[config.mk]
export PLATFORM = sky130hd
export DESIGN_NAME = line_compositor
export DESIGN_NICKNAME = d
export VERILOG_FILES = /design/src/include/glyph_font.svh /design/src/rtl/hanoi_display_pkg.sv /design/src/rtl/line_compositor.sv
export SDC_FILE = /design/constraint.sdc
export NUM_CORES = 1
export LEC_CHECK = 0
export BUFFER_PORTS_ARGS = -buffer_cell sky130_fd_sc_hd__buf_2
export CORE_AREA = 2 2 755 757
export CTS_BUF_LIST = sky130_fd_sc_hd__clkbuf_16
export CTS_CLUSTER_DIAMETER = 120
export DETAILED_ROUTE_END_ITERATION = 7
export DIE_AREA = 0 0 757 759
export SETUP_SLACK_MARGIN = 0.02
export SYNTH_ARGS = -nofsm -noshare
export SYNTH_HDL_FRONTEND = slang
export SYNTH_SLANG_ARGS = --single-unit
[constraint.sdc]
create_clock -name clk -period 1.3 [get_ports clk]
set_input_delay 0.26 -clock clk [delete_from_list [all_inputs] [get_ports clk]]
set_output_delay 0.26 -clock clk [all_outputs]
set_load 0.02 [all_outputs]
[src/include/glyph_font.svh]
`ifndef glyph_font_svh
`define glyph_font_svh

// Codes 0 to 9 are the decimal digits
localparam logic [4:0] g_t = 5'd10;
localparam logic [4:0] g_i = 5'd11;
localparam logic [4:0] g_m = 5'd12;
localparam logic [4:0] g_e = 5'd13;
localparam logic [4:0] g_o = 5'd14;
localparam logic [4:0] g_v = 5'd15;
localparam logic [4:0] g_colon = 5'd16;

localparam int glyph_count = 17;

// 3x6 patterns
// Pattern row 0 (top) sits in bits 17:15, row 5 in bits 2:0
// Within a row the msb is the leftmost column
localparam logic [17:0] glyph_font [glyph_count] = '{
	18'b111_101_101_101_111_000,
	18'b010_110_010_010_111_000,
	18'b111_001_111_100_111_000,
	18'b111_001_111_001_111_000,
	18'b101_101_111_001_001_000,
	18'b111_100_111_001_111_000,
	18'b111_100_111_101_111_000,
	18'b111_001_001_010_010_000,
	18'b111_101_111_101_111_000,
	18'b111_101_111_001_111_000,
	// T
	18'b111_010_010_010_010_000,
	// I
	18'b111_010_010_010_111_000,
	// M
	18'b101_111_111_101_101_000,
	// E
	18'b111_100_111_100_111_000,
	// O
	18'b010_101_101_101_010_000,
	// V
	18'b101_101_101_101_010_000,
	// Colon
	18'b000_010_000_010_000_000
};

`endif
[src/rtl/hanoi_display_pkg.sv]
`default_nettype none

package hanoi_display_pkg;

//////////////////////////////
// Screen geometry
localparam int screen_w = 640;
localparam int screen_h = 480;
localparam int row_w = 10;

//////////////////////////////
// Text band
localparam int glyph_w = 12;
localparam int glyph_h = 24;
// One pattern cell becomes a 4x4 block
localparam int glyph_scale = 4;
localparam int text_top = 10;
localparam int time_label_x = 10;
localparam int move_label_x = 497;
localparam int glyph_pitch = 14;
localparam int time_digit_x [4] = '{94, 108, 136, 150};
localparam int time_colon_x = 122;
localparam int move_digit_x [4] = '{581, 595, 609, 623};

//////////////////////////////
// Pegs and disks
localparam int peg_count = 3;
localparam int disks_per_peg = 10;
// Left edge of each 200 pixel peg column
localparam int peg_x [3] = '{5, 220, 435};
localparam int disk_w = 200;
localparam int disk_h = 20;
localparam int disk_pitch = 30;
// Slot 0 sits at the bottom, higher slots go up the screen
localparam int disk_base_y = 430;

//////////////////////////////
// Types
typedef logic [3:0] digit_t;

// Zero marks an empty slot
typedef logic [3:0] disk_size_t;

typedef struct packed {
	digit_t [3:0] time_digits;
	digit_t [3:0] move_digits;
	disk_size_t [peg_count-1:0][disks_per_peg-1:0] pegs;
} scene_t;

// Bit i drives pixel column i
typedef logic [screen_w-1:0] line_t;

endpackage

`default_nettype wire

[src/rtl/line_compositor.sv]
`default_nettype none

module line_compositor
(
	input wire clk,
	input wire reset,
	input wire row_valid,
	input wire logic [hanoi_display_pkg::row_w-1:0] row,
	input wire text_valid,
	input wire hanoi_display_pkg::line_t text_line,
	input wire disk_valid,
	input wire hanoi_display_pkg::line_t disk_line,
	output logic line_valid,
	output hanoi_display_pkg::line_t line
);

logic row_valid_d;
logic [hanoi_display_pkg::row_w-1:0] row_d;
hanoi_display_pkg::line_t border;

// Row follows the layers by one cycle
always_ff @(posedge clk)
	row_d <= row;

always_comb
begin
	border = '0;
	if (row_d == '0 || int'(row_d) == hanoi_display_pkg::screen_h - 1)
		border = '1;
	else
	begin
		border[0] = 1'b1;
		border[hanoi_display_pkg::screen_w-1] = 1'b1;
	end
end

//////////////////////////////
always_ff @(posedge clk)
begin
	if (reset)
	begin
		row_valid_d <= 1'b0;
		line_valid <= 1'b0;
		line <= '0;
	end
	else
	begin
		row_valid_d <= row_valid;
		line_valid <= row_valid_d;
		if (row_valid_d)
			line <= border | text_line | disk_line;
	end
end

// Both layers and the border must describe the same row
assert property (@(posedge clk) disable iff (reset)
	(text_valid == disk_valid) && (disk_valid == row_valid_d));

endmodule

`default_nettype wire

# After elaboration in Yosys (flattened, before gate mapping)
# Cells that the tools add are included.
# W data, S select, Z words.
[classes] bitwise=2 mux=1 reduce_logical=2 n_eq_ne=1
[op_table] operator="$or A640 B640 Y640" count=2
[op_table] operator="$mux W638" count=1
[op_table] operator="$eq A10 B10 Y1 const B" count=1
[op_table] operator="$logic_not A10 Y1" count=1
[op_table] operator="$logic_or A1 B1 Y1" count=1
[word_totals] reg_bits=652 output_inout_bits=641

# Depth between registers and ports, before layout
# Gate-level depths: netlist of the first run.
[depth] word_depth=5 ltp_mapped=6 ltp_nobuf=3

# Least setup slack after synthesis of the first run
# Ideal clock, no wire load.
[synth_path] kind="register to register" startpoint="reg row_d[3] in the netlist's numbering" endpoint="reg line[100]" n_path_buf=3 path_stages_with_launch=7 setup_slack_ps=-98 period_less_slack_ps=1398 setup_ps=74 t_arrival_ps=1324 path_cell_list="dfxtp_1 nand4_1 o41a_1 buf_6 buf_6 buf_6 a31oi_2"
[synth_via] elab_chain_len=5 word_cells_on_any_way=6 classes_between="1 x eq/ne; 1 x mux; 2 x bitwise; 2 x reduce/logical"
[synth_rtl] item="from (decl)" line="line_compositor.sv:18" source="logic [hanoi_display_pkg::row_w-1:0] row_d;"
[synth_rtl] item="from (signal assigned)" line="line_compositor.sv:23" source="row_d <= row;"
[synth_rtl] item="$eq A10 B10 Y1 / $logic_not A10 Y1 (equally long branches)" line="line_compositor.sv:28" source="if (row_d == '0 || int'(row_d) == hanoi_display_pkg::screen_h - 1)"
[synth_rtl] item="$logic_or A1 B1 Y1 *" line="line_compositor.sv:28"
[synth_rtl] item="$mux W638 *" line="line_compositor.sv:28"
[synth_rtl] item="$or A640 B640 Y640 * (2 in series)" line="line_compositor.sv:51" source="line <= border | text_line | disk_line;"
[synth_rtl] item="to (signal assigned)" line="line_compositor.sv:51"
[synth_rtl] item="to (decl)" line="line_compositor.sv:14" source="output hanoi_display_pkg::line_t line"
# Mark *: on every way between the ends. The rest lies on a longest branch, timed or not.
# A chain may end at the register's enable or synchronous reset.

# Final worst setup path of the first run
[layout_path] startpoint="reg row_d[6] in the netlist's numbering" endpoint="reg line[83]"
# The elaborated chain is that of the path after synthesis.

==> results of run 1 <==
## stage by stage
stage	worst slack [ns]	std cells	instance area, sq um	power [mW]
final	-0.752	14100	66300	67.1
after global routing	-0.658	13800	65700	69.7
after CTS	-0.585	13700	65100	68.2
after detailed placement	-0.585	12200	46700	36.1
after global placement	-0.567	12200	46700	36.1
after floorplan	-0.0840	2860	26500	27.2
## metal layers
layer / track usage [%] / share of wire, % / vias to the layer above
li1: - / - / 17400
met1: 16.2 / 36 / 19200
met2: 20.8 / 37 / 3030
met3: 14.0 / 20 / 1295
met4: 8.50 / 6.7 / 384
met5: 0 / 0.55 / -
## placed cells by master, fill, tap and decap left out
master and count:
sky130_fd_sc_hd__nand3_4 1, sky130_fd_sc_hd__clkinvlp_4 7, sky130_fd_sc_hd__buf_16 8, sky130_fd_sc_hd__o21bai_1 638, sky130_fd_sc_hd__o41a_4 1, sky130_fd_sc_hd__dlygate4sd3_1 1293
sky130_fd_sc_hd__clkbuf_16 99, sky130_fd_sc_hd__diode_2 384, sky130_fd_sc_hd__bufbuf_16 1, sky130_fd_sc_hd__nor4_4 2, sky130_fd_sc_hd__a31oi_1 552, sky130_fd_sc_hd__buf_4 139
sky130_fd_sc_hd__dfxtp_2 124, sky130_fd_sc_hd__nand4_1 2, sky130_fd_sc_hd__inv_16 1, sky130_fd_sc_hd__inv_8 2, sky130_fd_sc_hd__nor2_1 641, sky130_fd_sc_hd__nor2b_1 2
sky130_fd_sc_hd__buf_8 25, sky130_fd_sc_hd__clkinv_1 13, sky130_fd_sc_hd__inv_1 16, sky130_fd_sc_hd__dfxtp_1 485, sky130_fd_sc_hd__buf_6 29, sky130_fd_sc_hd__buf_2 1697
sky130_fd_sc_hd__dfxtp_4 42, sky130_fd_sc_hd__bufinv_16 12, sky130_fd_sc_hd__clkinv_16 1, sky130_fd_sc_hd__clkinv_2 15, sky130_fd_sc_hd__buf_12 204, sky130_fd_sc_hd__a31oi_2 86
sky130_fd_sc_hd__clkinv_4 4
## power by group through the flow
stage               logic (mW)  registers [mW]  clock network, mW
global placement          13.4            22.7                  0
detailed placement        13.4            22.8                  0
floorplan                 3.03            24.1                  0
CTS                       17.7            22.5               27.9
finish                    17.5            22.6               27.0
global route              18.4            22.7               28.5
## logic make-up (layout without fill, tap and decap cells)
family / Yosys count / in the layout
AO/OA/AOI/OAI: 1277 / 1277
flip-flops: 651 / 651
AND/OR/NAND/NOR: 648 / 648
buffers and inverters: 284 / 3566
other: 0 / 384
## worst register-to-register path: cells and delay by family (launching register included)
| kind | cells | cell delay [ns] |
|---|---|---|
| buffers and inverters | 2 | 0.84 |
| AO/OA/AOI/OAI | 2 | 0.63 |
| flip-flops | 1 | 0.35 |
| AND/OR/NAND/NOR | 1 | 0.13 |
## flip-flops by register name (all words and copies together) (netlist names)
name,count
line_valid,1
row_d,10
line,639
row_valid_d,1
## worst max-delay path by stage
stage | to | slack, ns | depth (start not counted)
6_report | line[83]$_SDFFE_PP0P_ | -0.75 | 5
5_1_grt | line[200]$_SDFFE_PP0P_ | -0.66 | 5
4_1_cts | line[630]$_SDFFE_PP0P_ | -0.58 | 5
3_5_place_dp | line[140]$_SDFFE_PP0P_ | -0.59 | 5
3_3_place_gp | line[137]$_SDFFE_PP0P_ | -0.57 | 5
2_1_floorplan | line[100]$_SDFFE_PP0P_ | -0.08 | 6
## layout make-up
class | instances | area, sq um
fill | 65300 | 501000
sequential | 651 | 13300
clock inverter | 71 | 704
tap | 7533 | 9430
multi-input combinational | 1925 | 11800
antenna | 384 | 961
timing repair buffer | 3401 | 27600
clock buffer | 94 | 2350
## repair_timing
item | in CTS | in global routing
hold buffers | 1293 | 0
gates cloned | 5 | 5
buffers inserted | 6 | 0
gates resized for setup | 718 | 20
setup endpoints to repair | 1279 | 1279
hold endpoints to repair | 651 | 0
==> impl.org, run 1 <==
** Cells and area
- Final Core Density :: 11.7%
- Relative area change from synthesis to final layout :: 151%
- For this run, the post-layout net count is 7,367.
- Share of cells above drive strength 1 :: 40.7%

** Floorplanning
- After floorplanning, the core was sized to cover 567,000 sq um.
- Core Rows :: 277
- Initial core utilization :: 4.66%
- In this run the vertical extent of the chip is 759 um.
- In this run the count of I/O pins placed on the die edge is 1,936.
- Total die area :: 575,000 sq um
- The die is 757 um wide.

** Logic synthesis
- In the synthesized netlist the async set-or-reset flop fraction comes to 0%.
- Number of synthesized flops with an enable pin :: 0
- After synthesis, the cell types taking the most area are sky130_fd_sc_hd__dfxtp_1, sky130_fd_sc_hd__o21bai_1, sky130_fd_sc_hd__a31oi_1.
- Syn_nets :: 4,155
- After synthesis, flip-flops and latches occupy 49.3% of the total area.
- After synthesis, the largest family of logic cells by area is compound AO/OA/AOI/OAI gates.
- The portion of synthesized area spent on multiplexers is 0%.
- Ranked by instance count, the synthesized netlist is headed by sky130_fd_sc_hd__dfxtp_1, sky130_fd_sc_hd__nor2_1, sky130_fd_sc_hd__o21bai_1.
- Flip-flop and latch count after synthesis :: 651
- A synthesized cell averages 9.24 sq um.
- Post-Synth Adder-Cell Area :: 0%
- Of the total synthesized cell area, the portion taken by AND, OR, NAND and NOR gates is 9.33%.
- Share of the synthesized area in compound gates (AO/OA/AOI/OAI) :: 35.2%
- The biggest area contributor in the post-synthesis netlist is sky130_fd_sc_hd__dfxtp_1.
- The synthesized netlist contains 15 unique library cells.
- After synthesis the cells add up to 26,400 sq um.
- Most used DFF post-synth :: sky130_fd_sc_hd__dfxtp_1
- Summing the areas of all xor and xnor instances in the mapped netlist gives 0% of the synthesized area.
- The Yosys step of the flow raised 0 warnings.
- After synthesis, the largest area contributor takes up 49.3% of total cell area.
- Among all cell types in the netlist, the one instantiated most often is sky130_fd_sc_hd__dfxtp_1.
- Post-synthesis cell count :: 2,860

** Power and ir drop
- The clock network is responsible for 40.3% of the overall power.
- Power dissipated by switching net loads :: 22.3 mW
- In this run the power density over the cells is 1010 nW/um^2.
- Combinational logic burns 26.1% of the power.
- In this run the static leakage power is 28.7 nW.
- Across the VDD grid, the largest voltage drop is 900 uV.
- Per report_power, the sequential group accounts for 33.6% of the total.
- Cell internal pwr :: 44.8 mW
- Fraction of power spent switching nets :: 33.2%

** Setup path
- Data arrival time at the worst-slack endpoint :: 2.82 ns
- Crit-path leading delay family :: compound AO/OA/AOI/OAI gates
- In this run the worst setup path begins at row_d[6]$_DFF_P_.
- The signal on the critical path passes through nand4_1 -> o41a_4 -> buf_12 -> clkbuf_16 -> a31oi_2.
- At the worst endpoint, the required time is 2.07 ns.
- Register-to-Register Path Depth :: 5
- The setup check on the worst reg-to-reg path leaves a slack of -0.75 ns.
- Kind of end point of the critical path :: register
- The startpoint identified for the worst register-to-register timing path is row_d[6]$_DFF_P_.
- Number of buffers and inverters on the critical path :: 2
- The largest single stage delay on the critical path is 0.50 ns.
- Critical path fanouts, max :: 31
- For this design, the slowest cell found on the critical path is sky130_fd_sc_hd__o41a_4.
- In this run the critical register-to-register path is captured at line[83]$_SDFFE_PP0P_.
- Crit path launch type :: register
- By startpoint and endpoint, the worst setup path is classified as register to register.

** Outcome
- Result of the run :: complete, but fails checks
- Violations in the final reports :: setup timing

** CTS
- The clock passes through at most 4 buffers.
- The number of clock buffers added by TritonCTS is 93.
- For the worst-skew pair, the clock arrives at the later sink with an insertion delay of 0.87 ns.
- Clock tree synthesis selected as its root buffer the cell sky130_fd_sc_hd__clkbuf_16.
- Number of levels in the clock H-tree :: 3
- Clock tree synthesis found a total of 651 sinks.
- After clock tree synthesis, the clock-pin slew on the worst setup and hold paths is 0.06 ns.
- CTS tree :: built

** Global route
- Overall track demand over capacity in global routing :: 15.5%
- Antenna violations before repair :: 566
- Entering global routing, the biggest net connects 72 pins.
- The total overflow left after global routing is 0.
- The first global-routing pass estimated 549,000 um of wire.
- The number of global-route vias before repair is 39.6k.

** Timing
- Number of pins exceeding their max-slew limit in the final report :: 0
- Setup repair after global routing missed its margin :: true
- Max frequency :: 487 MHz
- Setup slack on the critical path of the routed design comes to -0.752 ns.
- Transition time of the tightest slew-check pin :: 0.731 ns
- The hold violation total from the final report came to 0.
- For the final database, setup skew stands at 0.0948 ns.
- Aggregate negative setup slack :: -566.73 ns
- Final-report setup violation count :: 1,279
- Minimum period implied by the final worst setup slack :: 2.05 ns
- Fin crit share :: 158%
- On the final layout, the worst hold slack is 0.183 ns.
- In this run the tightest slew margin relative to its limit is 51.3%.

** Worst hold path
- Counting instances, the worst hold path has a depth of 2.
- Worst Hold Launch :: row[5]
- The path with the worst hold slack has its endpoint at row_d[5]$_DFF_P_.
- The worst hold path belongs to the class input pin to register.

** Placement
- Sum of net half-perimeters after detailed placement :: 417,000 um
- Port-buffer cells :: 1,929
- Placer congestion estimate :: 1.10

** Drt
- Number of vias per cell :: 2.94
- After the first detailed-routing iteration, the DRC count stood at 3,447.
- Dividing the detail-routed wire length by the instance count gives 33.3 um.
- The final layout contains routed wiring with a total length of 468,000 um.
- The first detailed-routing pass took 5 iterations.
- Remaining number of nets flagged by the antenna check after routing :: 0
- Summing over every cut layer, the via total after detailed routing is 41.3k.
- In the routed design, unresolved DRC markers number 0.

** Flow run
- Max Cap Violations :: 0
(Power assumes the default switching activity.)
==> run 2, diff against run 1 <==
Settings changed: CELL_PAD_IN_SITES_DETAIL_PLACEMENT from default to 1, CELL_PAD_IN_SITES_GLOBAL_PLACEMENT from default to 2, CORE_AREA 2 2 755 757 to 2 2 762 764, DIE_AREA 0 0 757 759 to 0 0 764 766, PLACE_DENSITY_LB_ADDON from default to 0.1.
==> impl.org, run 2 (same netlist as run 1, synthesis figures left out) <==
** Outcome
- The run finished, with violations left.
- The checks that failed: setup timing.

** Timing
- The slew at the pin closest to its max-slew limit was 0.624 ns (-0.107 ns).
- The clock skew was 0.0521 ns (-0.0428 ns).
- Remaining max-slew budget at the tightest pin :: 58.4% (+7.2 points)
- The hold violation total from the final report is 0 (unchanged).
- Final-report setup violation count :: 1,279 (unchanged)
- The final total negative setup slack is -589.66 ns (-22.92 ns).
- Number of pins exceeding their max-slew limit in the final report :: 0 (unchanged)
- The maximum clock frequency was 505 MHz (+3.6%).
- Setup repair after global routing could not meet its margin everywhere.
- Final critical-path setup slack :: -0.680 ns (+0.0716 ns)
- The final-layout worst hold slack came to 0.148 ns (-0.0346 ns).
- The final clock period utilization by the worst path came to 152% (-5.5 points).
- Minimum period implied by the final worst setup slack :: 1.98 ns (-0.0716 ns)

** Placement
- The number of input and output port buffers inserted is 1,929 (unchanged).
- Cell Area, Placed :: 46,500 sq um (-0.39%)
- The number of cells after detailed placement is 12.4k (+2.0%).
- The final HPWL from detailed placement is 337,000 um (-19%).
- The worst setup slack before clock tree synthesis came to -0.683 ns (-0.0977 ns).
- The routability congestion estimate came to 0.999 (-8.9%).

** Power and ir drop
- The peak supply drop is 1040 uV (+16%).
- The power density relative to cell area came to 1040 nW/um^2 (+2.8%).
- The static leakage power is 29.0 nW (+0.99%).
- The total power was 67.7 mW (+0.83%).

** Setup path
- Cell with the biggest individual delay on the critical path :: sky130_fd_sc_hd__clkbuf_16
- The data arrival time of the worst path was 2.76 ns (-0.06 ns).
- Kind of end point of the critical path :: register
- In this run the critical register-to-register path is captured at line[95]$_SDFFE_PP0P_.
- The number of cells on the critical path was 7 (+2).
- The critical path's largest stage delay is 0.38 ns (-0.12 ns).
- The required time reported for the critical path endpoint was 2.08 ns (about the same).
- The reg2reg setup slack is -0.68 ns (+0.07 ns).
- Critical path fanouts, max :: 24 (-23%)
- The worst setup path is of the register to register kind.
- Crit path launch type :: register
- Crit-path leading delay family :: buffers and inverters
- Worst path cell trace :: buf_6 -> nor4_4 -> buf_4 -> nand3_4 -> buf_12 -> clkbuf_16 -> a31oi_2
- The length in cells of the worst reg-to-reg path is 7 (+2).
- In this run the critical register-to-register path is launched from row_d[1]$_DFF_P_.
- Number of buffers and inverters on the critical path :: 4 (+2)

** Floorplanning
- The floorplan core area was 576,000 sq um (+1.6%).
- The number of ports placed on the die boundary is 1,936 (unchanged).
- The full die area came to 585,000 sq um (+1.9%).
- The die width was 764 um (+0.92%).
- Core Rows :: 279 (+0.72%)
- Overall die height :: 766 um (+0.92%)
- The initial cell density of the core is 4.58% (-0.075 points).

** Global route
- The global-route usage over all layers came to 12.9% (-2.7 points).
- The total congestion overflow came to 0 (unchanged).
- The largest net degree at the start of global routing was 67 (-6.9%).
- The first-pass GRT wire length is 486,000 um (-11%).
- The initial antenna violation count was 367 (-35%).
- The number of global-route vias before repair came to 41.5k (+4.8%).

** CTS
- Clock latency on the worst-skew pair :: 0.88 ns (about the same)
- The maximum buffer depth of the clock tree is 4 (unchanged).
- The root buffer cell chosen for the clock tree is sky130_fd_sc_hd__clkbuf_16.
- The total CTS buffers was 112 (+20%).
- The clock-pin slew on the worst setup and hold paths was 0.05 ns (about the same).
- CTS tree :: built
- TritonCTS Sinks :: 651 (unchanged)
- The depth of the CTS H-tree came to 3 (unchanged).

** Drt
- The routed wirelength normalized by instance count is 28.5 um (-14%).
- The number of remaining DRC errors was 0 (unchanged).
- Remaining number of nets flagged by the antenna check after routing :: 0 (unchanged)
- The number of vias per cell was 2.77 (-5.6%).
- Vias :: 39.0k (-5.6%)
- Initial drt markers :: 1,808 (-48%)
- Drt first pass iters :: 5 (unchanged)
- Total wire length :: 401,000 um (-14%)

** Cells and area
- Final Core Density :: 11.3% (-0.41 points)
- The number of nets in the final layout came to 7,464 (+1.3%).
- Relative to the synthesized area, the layout overhead comes to 146%.
- Most flops, register :: line
- Non-filler cells in the finished layout :: 14.1k (+0.0071%)
- The proportion of layout cells with a drive suffix above 1 is 39.8% (-0.85 points).
- In the final layout, the registers with the most flip-flops are line (639), row_d (10).
- The area of all placed cells without fillers is 65,000 sq um (-1.9%).
- Highest-count cells in the layout ignoring fill and taps :: sky130_fd_sc_hd__buf_2, sky130_fd_sc_hd__dlygate4sd3_1, sky130_fd_sc_hd__nor2_1
- The flip-flop count of the largest register after layout was 639 (unchanged).
- Most common cell after layout, fill and taps aside :: sky130_fd_sc_hd__buf_2

** Worst hold path
- The path with the worst hold slack has its endpoint at row_d[4]$_DFF_P_.
- Worst hold path type :: input pin to register
- The depth of the worst hold-timing path was 2 (unchanged).
- Worst Hold Launch :: row[4]

** Flow run
- The number of max-cap violations came to 0 (unchanged).
-- run 2: cell types whose count changed in the layout (fill, tap and decap cells not counted), moves of 27 or more --
cell                        delta
sky130_fd_sc_hd__a31oi_1      -28
sky130_fd_sc_hd__diode_2     -297
sky130_fd_sc_hd__buf_12      -128
sky130_fd_sc_hd__dfxtp_2     -105
sky130_fd_sc_hd__buf_2       +194
sky130_fd_sc_hd__dfxtp_1     +125
sky130_fd_sc_hd__clkbuf_16    +27
-- run 2: area by class of cell --
cell class	count	area, sq um
fillers	67900	511000
clock buffers	112	2800
flip-flops and latches	651	13100
multi-input cells	1925	12200
diodes	87	218
well taps	7727	9670
repair buffers	3479	26500
clock inverters	79	472
-- run 2: worst max path at each step --
stage	start	end	slack (ns)
after floorplan	row_d[1]$_DFF_P_	line[100]$_SDFFE_PP0P_	-0.08
after global placement	row_d[1]$_DFF_P_	line[612]$_SDFFE_PP0P_	-0.74
after detailed placement	row_d[6]$_DFF_P_	line[59]$_SDFFE_PP0P_	-0.68
after CTS	row_d[1]$_DFF_P_	line[125]$_SDFFE_PP0P_	-0.67
after global routing	row_d[1]$_DFF_P_	line[478]$_SDFFE_PP0P_	-0.74
final	row_d[1]$_DFF_P_	line[95]$_SDFFE_PP0P_	-0.68
-- run 2: worst reg2reg max path, delay by kind of cell, from the launching register on --
kind,cells,cell delay [ns]
simple gates,2,0.37
compound gates,1,0.19
buf+inv,4,1.05
flops,1,0.32
-- run 2: report_power, final --
group | internal [mW] | leakage (nW) | switching, mW
logic | 7.15 | 21.9 | 9.59
clock network | 16.0 | 1.71 | 12.6
registers | 21.4 | 5.41 | 0.898
total | 44.6 | 29.0 | 23.1
-- run 2: what timing repair did --
item / in CTS / in global routing
endpoints found under the hold margin: 650 / 0
pin swaps: 1 / 5
gates cloned: 10 / 16
resized for setup: 163 / 106
setup buffers: 8 / 14
setup endpoints to repair: 1279 / 1279
hold buffers: 1287 / 0
-- run 2: routing by layer --
layer | track usage, % | wire, um | vias up
li1 | - | - | 17200
met1 | 15.5 | 166000 | 18800
met2 | 20.0 | 172000 | 2025
met3 | 5.99 | 43900 | 737
met4 | 4.45 | 17300 | 240
met5 | 0 | 1540 | -
