**src/include/glyph_font.svh**
```systemverilog
`ifndef glyph_font_svh
`define glyph_font_svh

// Codes 0 to 9 are the decimal digits
localparam logic [4:0] g_t = 5'd10;
localparam logic [4:0] g_i = 5'd11;
localparam logic [4:0] g_m = 5'd12;
localparam logic [4:0] g_e = 5'd13;
localparam logic [4:0] g_o = 5'd14;
localparam logic [4:0] g_v = 5'd15;
localparam logic [4:0] g_colon = 5'd16;

localparam int glyph_count = 17;

// 3x6 patterns
// Pattern row 0 (top) sits in bits 17:15, row 5 in bits 2:0
// Within a row the msb is the leftmost column
localparam logic [17:0] glyph_font [glyph_count] = '{
	18'b111_101_101_101_111_000,
	18'b010_110_010_010_111_000,
	18'b111_001_111_100_111_000,
	18'b111_001_111_001_111_000,
	18'b101_101_111_001_001_000,
	18'b111_100_111_001_111_000,
	18'b111_100_111_101_111_000,
	18'b111_001_001_010_010_000,
	18'b111_101_111_101_111_000,
	18'b111_101_111_001_111_000,
	// T
	18'b111_010_010_010_010_000,
	// I
	18'b111_010_010_010_111_000,
	// M
	18'b101_111_111_101_101_000,
	// E
	18'b111_100_111_100_111_000,
	// O
	18'b010_101_101_101_010_000,
	// V
	18'b101_101_101_101_010_000,
	// Colon
	18'b000_010_000_010_000_000
};

`endif
```
**src/rtl/hanoi_display_pkg.sv**
```systemverilog
`default_nettype none

package hanoi_display_pkg;

//////////////////////////////
// Screen geometry
localparam int screen_w = 640;
localparam int screen_h = 480;
localparam int row_w = 10;

//////////////////////////////
// Text band
localparam int glyph_w = 12;
localparam int glyph_h = 24;
// One pattern cell becomes a 4x4 block
localparam int glyph_scale = 4;
localparam int text_top = 10;
localparam int time_label_x = 10;
localparam int move_label_x = 497;
localparam int glyph_pitch = 14;
localparam int time_digit_x [4] = '{94, 108, 136, 150};
localparam int time_colon_x = 122;
localparam int move_digit_x [4] = '{581, 595, 609, 623};

//////////////////////////////
// Pegs and disks
localparam int peg_count = 3;
localparam int disks_per_peg = 10;
// Left edge of each 200 pixel peg column
localparam int peg_x [3] = '{5, 220, 435};
localparam int disk_w = 200;
localparam int disk_h = 20;
localparam int disk_pitch = 30;
// Slot 0 sits at the bottom, higher slots go up the screen
localparam int disk_base_y = 430;

//////////////////////////////
// Types
typedef logic [3:0] digit_t;

// Zero marks an empty slot
typedef logic [3:0] disk_size_t;

typedef struct packed {
	digit_t [3:0] time_digits;
	digit_t [3:0] move_digits;
	disk_size_t [peg_count-1:0][disks_per_peg-1:0] pegs;
} scene_t;

// Bit i drives pixel column i
typedef logic [screen_w-1:0] line_t;

endpackage

`default_nettype wire

```
**src/rtl/text_layer.sv**
```systemverilog
`default_nettype none

`include "glyph_font.svh"

module text_layer
(
	input wire clk,
	input wire reset,
	input wire row_valid,
	input wire logic [hanoi_display_pkg::row_w-1:0] row,
	input wire hanoi_display_pkg::scene_t scene,
	output logic text_valid,
	output hanoi_display_pkg::line_t text_line
);

int row_ofs;
logic in_band;
logic [2:0] pat_row;
logic [7:0] digit_ok;
hanoi_display_pkg::line_t text_next;

// Paints one pattern row of a glyph at column x
function automatic hanoi_display_pkg::line_t put_glyph(
	input hanoi_display_pkg::line_t acc,
	input int x,
	input logic [4:0] code,
	input logic [2:0] prow
);
	logic [17:0] bits;
	logic [2:0] trip;
	hanoi_display_pkg::line_t res;
	bits = glyph_font[code];
	trip = bits[15 - 3 * int'(prow) +: 3];
	res = acc;
	for (int c = 0; c < hanoi_display_pkg::glyph_w / hanoi_display_pkg::glyph_scale; c++)
		for (int k = 0; k < hanoi_display_pkg::glyph_scale; k++)
			res[x + c * hanoi_display_pkg::glyph_scale + k] = trip[2 - c];
	return res;
endfunction

assign row_ofs = int'(row) - hanoi_display_pkg::text_top;
assign in_band = (row_ofs >= 0) && (row_ofs < hanoi_display_pkg::glyph_h);
assign pat_row = 3'(row_ofs / hanoi_display_pkg::glyph_scale);

//////////////////////////////
always_comb
begin
	text_next = '0;
	if (in_band)
	begin
		text_next = put_glyph(text_next, hanoi_display_pkg::time_label_x, g_t, pat_row);
		text_next = put_glyph(text_next, hanoi_display_pkg::time_label_x + 14, g_i, pat_row);
		text_next = put_glyph(text_next, hanoi_display_pkg::time_label_x + 28, g_m, pat_row);
		text_next = put_glyph(text_next, hanoi_display_pkg::time_label_x + 42, g_e, pat_row);
		text_next = put_glyph(text_next, hanoi_display_pkg::time_label_x + 56, g_colon, pat_row);
		// MOVE label, same spacing
		for (int n = 0; n < 5; n++)
			text_next = put_glyph(text_next,
				hanoi_display_pkg::move_label_x + n * hanoi_display_pkg::glyph_pitch,
				(n == 0) ? g_m : (n == 1) ? g_o : (n == 2) ? g_v : (n == 3) ? g_e : g_colon,
				pat_row);
		for (int i = 0; i < 4; i++)
		begin
			text_next = put_glyph(text_next, hanoi_display_pkg::time_digit_x[i],
				{1'b0, scene.time_digits[i]}, pat_row);
			text_next = put_glyph(text_next, hanoi_display_pkg::move_digit_x[i],
				{1'b0, scene.move_digits[i]}, pat_row);
		end
		text_next = put_glyph(text_next, hanoi_display_pkg::time_colon_x, g_colon, pat_row);
	end
end

always_comb
begin
	for (int i = 0; i < 4; i++)
	begin
		digit_ok[i] = scene.time_digits[i] <= 4'd9;
		digit_ok[4 + i] = scene.move_digits[i] <= 4'd9;
	end
end

always_ff @(posedge clk)
begin
	if (reset)
	begin
		text_valid <= 1'b0;
		text_line <= '0;
	end
	else
	begin
		text_valid <= row_valid;
		if (row_valid)
			text_line <= text_next;
	end
end

// The glyph table has no entries past 9 for digits
assert property (@(posedge clk) disable iff (reset) row_valid |-> &digit_ok);

endmodule

`default_nettype wire

```
**config.mk**
```make
export PLATFORM = sky130hd
export DESIGN_NAME = text_layer
export DESIGN_NICKNAME = d
export VERILOG_FILES = /design/src/rtl/hanoi_display_pkg.sv /design/src/rtl/text_layer.sv
export VERILOG_INCLUDE_DIRS = /design/src /design/src/include
export SDC_FILE = /design/constraint.sdc
export NUM_CORES = 1
export LEC_CHECK = 0
export BUFFER_PORTS_ARGS = -buffer_cell sky130_fd_sc_hd__buf_2
export CORE_AREA = 2 2 314 316
export CTS_BUF_LIST = sky130_fd_sc_hd__clkbuf_4
export CTS_CLUSTER_DIAMETER = 60
export DETAILED_ROUTE_END_ITERATION = 10
export DIE_AREA = 0 0 316 318
export GPL_TIMING_DRIVEN = 1
export PLACE_DENSITY = 0.3
export RECOVER_POWER = 100
export SLEW_MARGIN = 20
export SYNTH_ARGS = -nofsm -noshare
export SYNTH_HDL_FRONTEND = slang
export SYNTH_SLANG_ARGS = --single-unit
```
**constraint.sdc**
```tcl
create_clock -name clk -period 6.1 [get_ports clk]
set_input_delay 1.22 -clock clk [delete_from_list [all_inputs] [get_ports clk]]
set_output_delay 1.22 -clock clk [all_outputs]
set_load 0.05 [all_outputs]
```
# --- Word level (Yosys, flattened, before mapping) ---
# Memories as Yosys holds them, arrays and structs flattened.
# Index checks and enable logic that the tools add are counted.
totals:
  regBits: 641
  rom_bits: 4608
  input_bits: 165
  elab_cells: 67
  n_memories: 8
memory_table:
  columns: ["memory", "words", "width", "rd", "rd_clocked_by_memory_dff", "wr", "line", "rtl"]
  rows:
  - ["(name not given)", 32, 18, 1, 0, 0, "text_layer.sv:32", "bits = glyph_font[code];"]
  - ["(name not given)", 32, 18, 1, 0, 0, "text_layer.sv:32", null]
  - ["(name not given)", 32, 18, 1, 0, 0, "text_layer.sv:32", null]
  - ["(name not given)", 32, 18, 1, 0, 0, "text_layer.sv:32", null]
  - ["(name not given)", 32, 18, 1, 0, 0, "text_layer.sv:32", null]
  - ["(name not given)", 32, 18, 1, 0, 0, "text_layer.sv:32", null]
  - ["+2 memories", null, null, null, null, null, null, null]
classes:
  n_addsub: 3
  mul: 1
  magnitude_cmp: 10
  n_shift: 15
  muxes: 17
  bitwise_logic: 9
  reduce_logical: 2
op_table:
  columns: ["operator", "count"]
  rows:
  - ["635-bit 2-to-1 mux", 1]
  - ["18-bit 2-to-1 mux", 16]
  - ["18-bit by 32-bit indexed part select with 3-bit output", 8]
  - ["18-bit by 32-bit indexed part select with 3-bit output, first input constant", 7]
  - ["6-bit greater-or-equal comparator, second input constant", 8]
  - ["4-bit inverter with 6-bit output", 8]
  - ["11-bit by 1-bit greater-or-equal comparator with 1-bit output, second input constant", 1]
  - ["11-bit by 6-bit less-than comparator with 1-bit output, second input constant", 1]
  - ["10-bit by 4-bit subtractor with 11-bit output, second input constant", 1]
  - ["4-bit by 5-bit subtractor with 6-bit output, first input constant", 1]
  - ["2-bit by 3-bit multiplier with 5-bit output, first input constant", 1]
  - ["3-bit by 1-bit adder with 3-bit output", 1]
  - ["2-bit OR reduction", 1]
  - ["1-bit bitwise AND", 1]
  - ["1-bit logical AND", 1]

# --- Longest topological paths before layout ---
# Gate-level depths: netlist of run 1.
logic_depth:
  ltp_word: 8
  ltp_mapped: 17

# --- Worst setup path before layout of run 1 ---
# No wires, ideal clock.
synth_path:
  path_kind: "input port to flip-flop"
  from: "input row[1] in the netlist's numbering"
  to: "register text_line[115]"
  setup_ns: 0.079
  arrival_time_ns: 5.236
  required_ns: 6.021
  path_slack_ns: 0.785
  path_stages: 17
  path_buffers: 1
  path_cell_list: "o21a_4 nor3_1 or3b_2 a21oi_1 ha_1 ha_1 xnor2_1 xnor2_1 inv_1 fa_1 or3b_2 clkbuf_1 nor2_1 a22oi_1 o311ai_0 a21oi_1 a22oi_1"
synth_between:
  elab_chain_cells: 8
synth_lines:
  columns: ["item", "line", "rtl"]
  rows:
  - ["from (decl)", "text_layer.sv:10", "input wire logic [hanoi_display_pkg::row_w-1:0] row,"]
  - ["10-bit by 4-bit subtractor with 11-bit output (*)", "text_layer.sv:41", "assign row_ofs = int'(row) - hanoi_display_pkg::text_top;"]
  - ["2-bit OR reduction (no line)", null, null]
  - ["1-bit bitwise AND (no line)", null, null]
  - ["3-bit by 1-bit adder with 3-bit output (no line)", null, null]
  - ["2-bit by 3-bit multiplier with 5-bit output", "text_layer.sv:33", "trip = bits[15 - 3 * int'(prow) +: 3];"]
  - ["4-bit by 5-bit subtractor with 6-bit output", "text_layer.sv:33", null]
  - ["18-bit by 32-bit indexed part select with 3-bit output", "text_layer.sv:33", null]
  - ["635-bit 2-to-1 mux (*)", "text_layer.sv:49", "if (in_band)"]
  - ["to (signal assigned)", "text_layer.sv:93", "text_line <= text_next;"]
  - ["to (decl)", "text_layer.sv:13", "output hanoi_display_pkg::line_t text_line"]
# Every way passes the cells marked *; elsewhere a longest branch is shown, timed or not.
# A chain may end at the register's enable or synchronous reset.

# --- Final worst setup path of run 1 ---
layout_path:
  from: "input row[1] in the netlist's numbering"
  to: "register text_line[153]"
# The elaborated chain is that of the path after synthesis.

==> flow_metrics.py, run 1 <==
metrics = {
    "layout": {
        "fin_util_pct": 12.1,
        "fill_cells": 11500,
        "seq_area_sq_um": 901,
        "multi_input_area_sq_um": 7560,
        "fin_cells": 3012,
        "most-common-layout-cells": "conb_1 (412), clkbuf_1 (234), nand2_1 (108), o21ai_0 (106), a21oi_1 (86)",
        "final_common_cell": "conb_1",
        "area_growth_pct": -1.13,
        "finish.instance_area_sq_um": 11800,
        "drive_above_1_share_pct": 8.59,
        "nets": 1945,
    },
    "cts": {
        "clockRootBuffer": "clkbuf_4",
        "clk_pin_slew_ns": 0.18,
        "cts_sinks": 45,
        "clock_latency_ns": 0.43,
        "cts_htree_levels": 2,
        "cts.repair.resized": 0,
        "cts_tree": "yes",
        "cts_hold_buf": 0,
        "post_cts_buffers": 0,
        "clockBufferDepth": 2,
        "numCtsBuffers": 5,
    },
    "floorplan": {
        "initial_utilization_pct": 12.3,
        "die_area_sq_um": 100000,
        "core_area_sq_um": 97400,
        "rows": 115,
        "die_width_microns": 316,
        "ios": 806,
        "die-height_microns": 318,
    },
    "route": {
        "vias_per_cell": 3.49,
        "routed_wl_mm": 46.7,
        "drt-initial-drc-count": 646,
        "drcViolationCount": 0,
        "wl_per_cell_microns": 15.5,
        "first_pass_iters": 5,
        "route.vias.total": 10500,
        "antenna_left": 0,
    },
    "placement": {
        "pre_cts_slack_ns": 0.363,
        "place_hpwl_mm": 36.7,
        "gp_congestion": 0.779,
        "dp.cells": 3002,
        "port_buffers": 273,
        "placed_cell_area_sq_um": 12000,
    },
    "critical_path": {
        "critPathTopFamily": "compound AO/OA/AOI/OAI gates",
        "crit_buf_inv": 4,
        "cp_data_required_time_ns": 6.46,
        "endpoint_kind": "flip-flop",
        "crit_fanout": 15,
        "critPathKind": "in -> reg",
        "path_common_cell": "xnor2_1",
        "max_stage_delay_ns": 0.65,
        "cp_data_arrival_time_ns": 5.85,
        "cpMaxStageDelayCell": "fa_1",
        "path_cells": "clkbuf_1 > o21a_4 > nor3_1 > or3b_2 > a21oi_1 > ha_4 > ha_1 > xnor2_1 > xnor2_1 > inv_1 > fa_1 > clkinv_1 > clkbuf_2 > nand2_1 > o221a_2 > a311o_1 > a221oi_2",
        "cp-start-kind": "input port",
    },
    "power": {
        "p_sw_share_pct": 65.9,
        "ir_worst_vdd_mv": 0.0981,
        "p_per_area_nw_per_um2": 195,
        "total_power_mw": 2.31,
        "p_seq_share_pct": 13.1,
        "p_int_mw": 0.788,
        "leakage_nw": 4.84,
        "p_comb_share_pct": 77.3,
        "clkPwrFrac_pct": 9.6,
        "power_switching_mw": 1.52,
    },
    "synthesis": {
        "synth-compound-area-share_pct": 22.4,
        "synth.area.top_cells": "buf_4 (37%), dfxtp_1 (7.5%), ha_1 (6.0%)",
        "ys_ff_latch": 45,
        "synthXorXnorAreaFrac_pct": 1.33,
        "synthSimpleGateAreaFrac_pct": 14.3,
        "synth-adder-area-share_pct": 6.13,
        "synth_top_family_by_area": "buffers and inverters",
        "ys.warnings.count": 0,
        "syn_area_sq_um": 12000,
        "synthArstFlopShare_pct": 0,
        "postSynthCellCount": 1667,
        "synthMuxAreaShare_pct": 6.06,
        "synth-edff-count": 0,
        "yosysTopAreaCell": "buf_4",
        "synth_ff_type": "dfxtp_1",
        "synth_cell_types": 72,
        "synth_top_cell_area_share_pct": 37.5,
        "yosysSeqAreaShare_pct": 7.53,
        "synth.avg_cell_area_sq_um": 7.17,
    },
    "timing": {
        "hold_viol": 0,
        "holdWs_ns": 0.516,
        "max_freq_ghz": 0.182,
        "grt_setup_unrepaired": "false",
        "finalSetupViolations": 0,
        "tns_ns": 0,
        "maxSlewViolCount": 0,
        "relSlewSlack_pct": 49.8,
        "worstMarginPinSlew_ns": 0.753,
        "finalCriticalPeriod_ns": 5.49,
        "layout_worst_path_cycle_share_pct": 89.9,
        "finalWorstSetupSlack_ns": 0.615,
        "fin_worst_skew_ns": 0,
    },
    "status": {
        "status": "completed",
    },
    "global_routing": {
        "grt_most_used_layer": "met2",
        "gr-usage-met2_pct": 15.0,
        "grt_max_degree": 139,
        "use_met1_pct": 11.1,
        "overflow": 0,
        "grt_pass1_vias": 8942,
        "antenna_found_initial": 21,
        "grt_pass1_wl_mm": 64.5,
        "use_met3_pct": 0.770,
        "grtUsageTotal_pct": 8.54,
    },
    "min_path": {
        "hold_path_class": "reg -> reg",
    },
    "flow_run": {
        "drv_cap": 0,
    },
}
## power by group through the flow
stage | clock network (mW) | logic, mW | registers, mW
floorplan | 0 | 1.51 | 0.314
detailed placement | 0 | 1.78 | 0.308
CTS | 0.234 | 1.78 | 0.302
global placement | 0 | 1.80 | 0.308
global route | 0.243 | 1.90 | 0.303
finish | 0.222 | 1.78 | 0.302
## worst paths after layout
path | from | to | slack [ns] | cells after the start
worst max register to register | text_line[584] | text_line[584] | 4.81 | 3
worst min register to register | text_line[35] | text_line[35] | 0.52 | 2
worst max-delay path | row[1] | text_line[153] | 0.61 | 17
worst min-delay path | text_line[35] | text_line[35] | 0.52 | 2
## registers in the layout, summed over array words and instances, names as in the netlist
name	flops
text_line	44
text_valid	1
## Yosys cell counts, types with 17 or more instances
| master | n |
|---|---|
| o211ai_1 | 31 |
| buf_4 | 597 |
| a21oi_1 | 86 |
| nor2_1 | 76 |
| mux2i_1 | 33 |
| o21ai_0 | 106 |
| clkbuf_1 | 37 |
| dfxtp_1 | 45 |
| nand2_1 | 108 |
| nand3_1 | 39 |
| nand2b_1 | 25 |
| mux2_2 | 17 |
| a211oi_1 | 30 |
| buf_2 | 44 |
| inv_1 | 42 |
| a31oi_1 | 30 |
| ha_1 | 57 |
## worst register-to-register path: stages, from the launching register on
cell and delay, ns:
dfxtp_1 0.59, nor2b_1 0.28, a21oi_1 0.06, a221oi_1 0.29
## metal layers
layer	share of wire, %	vias up
li1	-	4905
met2	49	621
met3	6.4	72
met1	43	4919
met5	0	-
met4	2.2	0
## cell type report
class / count / area share [%]
Inverter: 43 / 1.37
Sequential cell: 45 / 7.62
Antenna cell: 2 / 0.0423
Tap cell: 1287 / 13.6
Timing Repair Buffer: 329 / 12.7
Multi-Input combinational cell: 1298 / 63.9
Clock buffer: 5 / 0.317
Clock inverter: 3 / 0.349
## logic make-up after synthesis
group           after synthesis
compound gates              408
other cells                   1
flops                        45
mux                          59
fa+ha+maj                    58
xor+xnor                     15
buf+inv                     735
simple gates                346
Power figures use the tool's default switching activity.
==> run 2, diff against run 1 <==
==> constraint.sdc (replaced) <==
create_clock -name clk -period 6 [get_ports clk]
set_input_delay 1.2 -clock clk [delete_from_list [all_inputs] [get_ports clk]]
set_output_delay 1.2 -clock clk [all_outputs]
set_load 0.05 [all_outputs]
==> run 2 against run 1 <==
Compared with the run above:
- core utilization is essentially flat
- clock power is 23% higher
- worst hold slack better by 0.0067 ns
- highest routed layer unchanged
- critical path type unchanged
- largest cell class unchanged
- sequential power is 2% higher
- first-iteration DRC count is 3.1% lower
- largest power group unchanged
- global-route usage shrank 0.10 points
- clock skew stayed put
==> flow_metrics.py, run 2 (synthesis results as in run 1) <==
metrics = {
    "status": {
        "status": "completed",
    },
    "cts": {
        "cts_hold_buf": 0,
        "clk_pin_slew_ns": 0.20,
        "cts_tree": "yes",
        "cts_sinks": 45,
        "cts.repair.resized": 0,
        "clockRootBuffer": "clkbuf_4",
        "clockBufferDepth": 2,
        "clock_latency_ns": 0.42,
        "post_cts_buffers": 0,
        "cts_htree_levels": 2,
        "numCtsBuffers": 5,
    },
    "floorplan": {
        "initial_utilization_pct": 12.3,
        "die_width_microns": 316,
        "die_area_sq_um": 100000,
        "rows": 115,
        "die-height_microns": 318,
        "ios": 806,
        "core_area_sq_um": 97400,
    },
    "global_routing": {
        "grt_pass1_vias": 8928,
        "antenna_found_initial": 21,
        "grt_pass1_wl_mm": 64.1,
        "overflow": 0,
        "grt_max_degree": 139,
        "grtUsageTotal_pct": 8.44,
    },
    "route": {
        "drcViolationCount": 0,
        "first_pass_iters": 5,
        "antenna_left": 0,
        "wl_per_cell_microns": 15.5,
        "routed_wl_mm": 46.6,
        "route.vias.total": 10600,
        "vias_per_cell": 3.51,
        "drt-initial-drc-count": 626,
    },
    "layout": {
        "area_growth_pct": -0.816,
        "reg_top3": "text_line: 44 flops, text_valid: 1 flops",
        "largest_reg_flops": 44,
        "most-common-layout-cells": "conb_1 (412), clkbuf_1 (238), nand2_1 (108), o21ai_0 (106), a21oi_1 (86)",
        "fill_cells": 11500,
        "drive_above_1_share_pct": 8.47,
        "fin_util_pct": 12.2,
        "nets": 1946,
        "fin_cells": 3012,
        "finish.instance_area_sq_um": 11900,
        "final_common_cell": "conb_1",
        "top_register": "text_line",
    },
    "timing": {
        "grt_setup_unrepaired": "false",
        "relSlewSlack_pct": 49.3,
        "layout_worst_path_cycle_share_pct": 92.1,
        "hold_viol": 0,
        "finalCriticalPeriod_ns": 5.52,
        "tns_ns": 0,
        "max_freq_ghz": 0.181,
        "maxSlewViolCount": 0,
        "fin_worst_skew_ns": 0,
        "finalSetupViolations": 0,
        "worstMarginPinSlew_ns": 0.759,
    },
    "power": {
        "clkPwrFrac_pct": 11.3,
        "p_int_mw": 0.853,
        "p_per_area_nw_per_um2": 203,
        "total_power_mw": 2.40,
        "p_sw_share_pct": 64.5,
        "p_seq_share_pct": 12.8,
        "leakage_nw": 4.85,
        "ir_worst_vdd_mv": 0.103,
        "power_switching_mw": 1.55,
        "p_comb_share_pct": 75.9,
    },
    "placement": {
        "port_buffers": 273,
        "place_hpwl_mm": 36.5,
        "dp.cells": 3003,
        "gp_congestion": 0.779,
        "placed_cell_area_sq_um": 12100,
    },
    "critical_path": {
        "cp-start-kind": "input port",
        "reg2reg_slack_ns": 4.70,
        "crit_fanout": 11,
        "reg2reg_depth": 3,
        "r2r_start": "text_line[584]",
        "cp_data_required_time_ns": 6.34,
        "r2r_end": "text_line[584]",
        "timing.critical_path.to": "text_line[111]",
        "cp_data_arrival_time_ns": 5.86,
        "cp-startpoint": "row[1]",
        "critPathKind": "in -> reg",
        "endpoint_kind": "flip-flop",
    },
    "flow_run": {
        "drv_cap": 0,
    },
    "min_path": {
        "hold_path_class": "reg -> reg",
    },
}
==> run 2: changes by cell type in the layout (fill, tap and decap cells not counted), sizes merged <==
| cell | delta |
|---|---|
| diode | -1 |
| clkbuf | +3 |
| bufinv | +1 |
| buf | -2 |
| clkinvlp | -1 |
==> run 2: worst min path at each step <==
stage | slack (ns) | cells after the start | to | start
3_3_place_gp | 0.49 | 2 | text_line[35] | text_line[35]
5_1_grt | 0.56 | 2 | text_line[35] | text_line[35]
4_1_cts | 0.52 | 2 | text_line[35] | text_line[35]
2_1_floorplan | 0.69 | 2 | text_line[35] | text_line[35]
6_report | 0.52 | 2 | text_line[35] | text_line[35]
3_5_place_dp | 0.49 | 2 | text_line[35] | text_line[35]
==> run 2: per-layer routing <==
layer | GRT usage (%) | vias up | part of all wire (%)
met1 | 11.0 | 5019 | 43
li1 | - | 4906 | -
met2 | 15.4 | 608 | 49
met5 | 0 | - | 0
met3 | 0.476 | 53 | 5.8
met4 | 1.11 | 0 | 1.6
==> run 2: metrics by stage <==
stage          hold slack [ns]  setup WS, ns
2_1_floorplan            0.693         0.705
3_3_place_gp             0.491         0.316
3_5_place_dp             0.495         0.315
4_1_cts                  0.517         0.766
5_1_grt                  0.558         0.276
6_report                 0.522         0.475
==> run 2: worst max-delay path: stages <==
cell and delay (ns):
clkbuf_1 0.13, o21a_4 0.26, nor3_1 0.22, or3b_2 0.50
a21oi_1 0.26, ha_4 0.17, ha_1 0.14, xnor2_1 0.23
xnor2_1 0.21, inv_1 0.12, fa_2 0.67, buf_4 0.23
nor2_1 0.08, nand2_1 0.43, clkbuf_1 0.49, o221ai_1 0.20
o21ai_0 0.20, a211oi_1 0.10
==> run 2: power by group through the flow <==
stage               logic, mW  clock network (mW)  registers [mW]
finish                   1.83               0.272           0.307
detailed placement       1.82                   0           0.313
floorplan                1.54                   0           0.319
global placement         1.84                   0           0.313
CTS                      1.83               0.279           0.307
global route             1.93               0.286           0.308
==> run 2: area by class of cell <==
type | count | area (sq um) | share of cell area (%)
diodes | 1 | 2.50 | 0.0211
well taps | 1287 | 1610 | 13.6
inverters | 43 | 161 | 1.36
multi-input cells | 1298 | 7560 | 63.7
flip-flops and latches | 45 | 901 | 7.60
clock inverters | 3 | 65.1 | 0.549
repair buffers | 330 | 1530 | 12.9
clock buffers | 5 | 37.5 | 0.316
==> run 3, diff against run 2 <==
--- a/config.mk
+++ b/config.mk
@@ -7,11 +7,11 @@
 export NUM_CORES = 1
 export LEC_CHECK = 0
 export BUFFER_PORTS_ARGS = -buffer_cell sky130_fd_sc_hd__buf_2
-export CORE_AREA = 2 2 314 316
+export CORE_AREA = 2 2 313 315
 export CTS_BUF_LIST = sky130_fd_sc_hd__clkbuf_4
 export CTS_CLUSTER_DIAMETER = 60
 export DETAILED_ROUTE_END_ITERATION = 10
-export DIE_AREA = 0 0 316 318
+export DIE_AREA = 0 0 315 317
 export GPL_TIMING_DRIVEN = 1
 export PLACE_DENSITY = 0.3
 export RECOVER_POWER = 100
==> run 3 against run 2 <==
Compared with the run above:
- clock skew is the same
- sequential power is essentially flat
- sequential share of layout area is essentially flat
- core utilization grew 0.069 points
- worst hold slack gained 0.0012 ns
- power shrank 4.2%
- final cell count shrank 0.20%
- critical path type unchanged
- combinational power is essentially flat
==> flow_metrics.py, run 3 (synthesis results as in run 1) <==
metrics = {
    "critical_path": {
        "cp_data_required_time_ns": 6.33,
        "crit_fanout": 12,
        "max_stage_delay_ns": 0.49,
        "crit_buf_inv": 6,
        "critPathTopFamily": "buffers and inverters",
        "path_common_cell": "clkbuf_1",
        "cp-start-kind": "input port",
        "cpMaxStageDelayCell": "or3b_2",
        "critPathKind": "in -> reg",
        "endpoint_kind": "flip-flop",
        "cp_data_arrival_time_ns": 5.68,
        "path_cells": "clkbuf_1 > o21a_1 > nor3_1 > or3b_2 > a21oi_1 > ha_4 > ha_1 > xnor2_1 > xnor2_1 > inv_1 > clkbuf_1 > ha_1 > inv_1 > clkbuf_1 > nand2_1 > clkbuf_1 > nor2_1 > a22o_1 > o21ai_0 > o21ai_0",
    },
    "floorplan": {
        "rows": 114,
        "core_area_sq_um": 96300,
        "ios": 806,
        "die_width_microns": 315,
        "initial_utilization_pct": 12.4,
        "die_area_sq_um": 99900,
        "die-height_microns": 317,
    },
    "flow_run": {
        "drv_cap": 0,
    },
    "layout": {
        "largest_reg_flops": 44,
        "drive_above_1_share_pct": 8.51,
        "most-common-layout-cells": "conb_1 (412), clkbuf_1 (240), nand2_1 (108), o21ai_0 (106), a21oi_1 (86)",
        "fill_cells": 11400,
        "area_growth_pct": -1.41,
        "reg_top3": "text_line: 44 flops, text_valid: 1 flops",
        "nets": 1950,
        "top_register": "text_line",
        "final_common_cell": "conb_1",
    },
    "global_routing": {
        "gr-usage-met2_pct": 15.2,
        "overflow": 0,
        "use_met1_pct": 11.2,
        "grt_most_used_layer": "met2",
        "grt_max_degree": 69,
        "use_met3_pct": 0.906,
        "grt_pass1_wl_mm": 64.1,
        "grtUsageTotal_pct": 8.54,
        "grt_pass1_vias": 8859,
        "antenna_found_initial": 18,
    },
    "cts": {
        "cts.repair.resized": 0,
        "cts_tree": "yes",
        "numCtsBuffers": 5,
        "clock_latency_ns": 0.42,
        "clockRootBuffer": "clkbuf_4",
        "clockBufferDepth": 2,
        "cts_sinks": 45,
        "cts_htree_levels": 2,
        "post_cts_buffers": 0,
        "cts_hold_buf": 0,
        "clk_pin_slew_ns": 0.17,
    },
    "route": {
        "drt-initial-drc-count": 669,
        "route.vias.total": 10500,
        "routed_wl_mm": 47.1,
        "antenna_left": 0,
        "wl_per_cell_microns": 15.7,
        "vias_per_cell": 3.49,
        "drcViolationCount": 0,
        "first_pass_iters": 5,
    },
    "timing": {
        "worstMarginPinSlew_ns": 0.732,
        "max_freq_ghz": 0.187,
        "finalCriticalPeriod_ns": 5.35,
        "fin_worst_skew_ns": 0,
        "tns_ns": 0,
        "maxSlewViolCount": 0,
        "hold_viol": 0,
        "finalWorstSetupSlack_ns": 0.645,
        "finalSetupViolations": 0,
        "layout_worst_path_cycle_share_pct": 89.2,
        "grt_setup_unrepaired": "false",
        "relSlewSlack_pct": 51.4,
    },
    "power": {
        "p_per_area_nw_per_um2": 195,
        "leakage_nw": 4.83,
        "ir_worst_vdd_mv": 0.0696,
    },
    "min_path": {
        "hold_path_class": "reg -> reg",
    },
    "placement": {
        "port_buffers": 273,
        "gp_congestion": 0.790,
        "place_hpwl_mm": 37.1,
        "pre_cts_slack_ns": 0.325,
    },
    "status": {
        "status": "completed",
    },
}
## run 3: power by group
group	internal [mW]	switching, mW
registers	0.302	0.00499
clock network	0.0466	0.142
logic	0.409	1.40
total	0.758	1.55
## run 3: worst paths after layout
| path | start | to | slack [ns] | cells after the start |
|---|---|---|---|---|
| setup / recovery | row[1] | text_line[13] | 0.65 | 20 |
| hold / removal | text_line[21] | text_line[21] | 0.52 | 2 |
| setup reg to reg | text_line[592] | text_line[592] | 4.68 | 5 |
| hold reg to reg | text_line[21] | text_line[21] | 0.52 | 2 |
## run 3: final cells by class
type / count / area, sq um / area share, %
multi-input cells: 1298 / 7550 / 64.1
well taps: 1276 / 1600 / 13.5
repair buffers: 334 / 1510 / 12.8
flip-flops and latches: 45 / 901 / 7.64
inverters: 43 / 161 / 1.37
clock buffers: 5 / 37.5 / 0.318
clock inverters: 3 / 21.3 / 0.180
diodes: 2 / 5.00 / 0.0425
## run 3: worst register-to-register path, cell delays in order (launching register included)
cell and delay, ns:
dfxtp_1 0.45, nand2_1 0.15, nand2_1 0.07, a31oi_1 0.13
o21ai_0 0.13, o221a_2 0.31
## run 3: layer usage
| metal | wire, microns | up-vias |
|---|---|---|
| li1 | - | 4906 |
| met2 | 23000 | 585 |
| met3 | 3200 | 54 |
| met1 | 20200 | 4948 |
| met4 | 674 | 4 |
| met5 | 18 | - |
## run 3: through the flow
step           util, %  instances  total power [mW]  instance area, sq um  hold slack, ns
4_1_cts           12.6       3004              2.32                 12100           0.517
2_1_floorplan        -       2078              1.86                 13500           0.693
5_1_grt           12.2       3005              2.43                 11800           0.555
3_3_place_gp      12.5       2996              2.14                 12100           0.486
6_report          12.2       3006              2.30                 11800           0.524
3_5_place_dp      12.5       2996              2.12                 12100           0.496
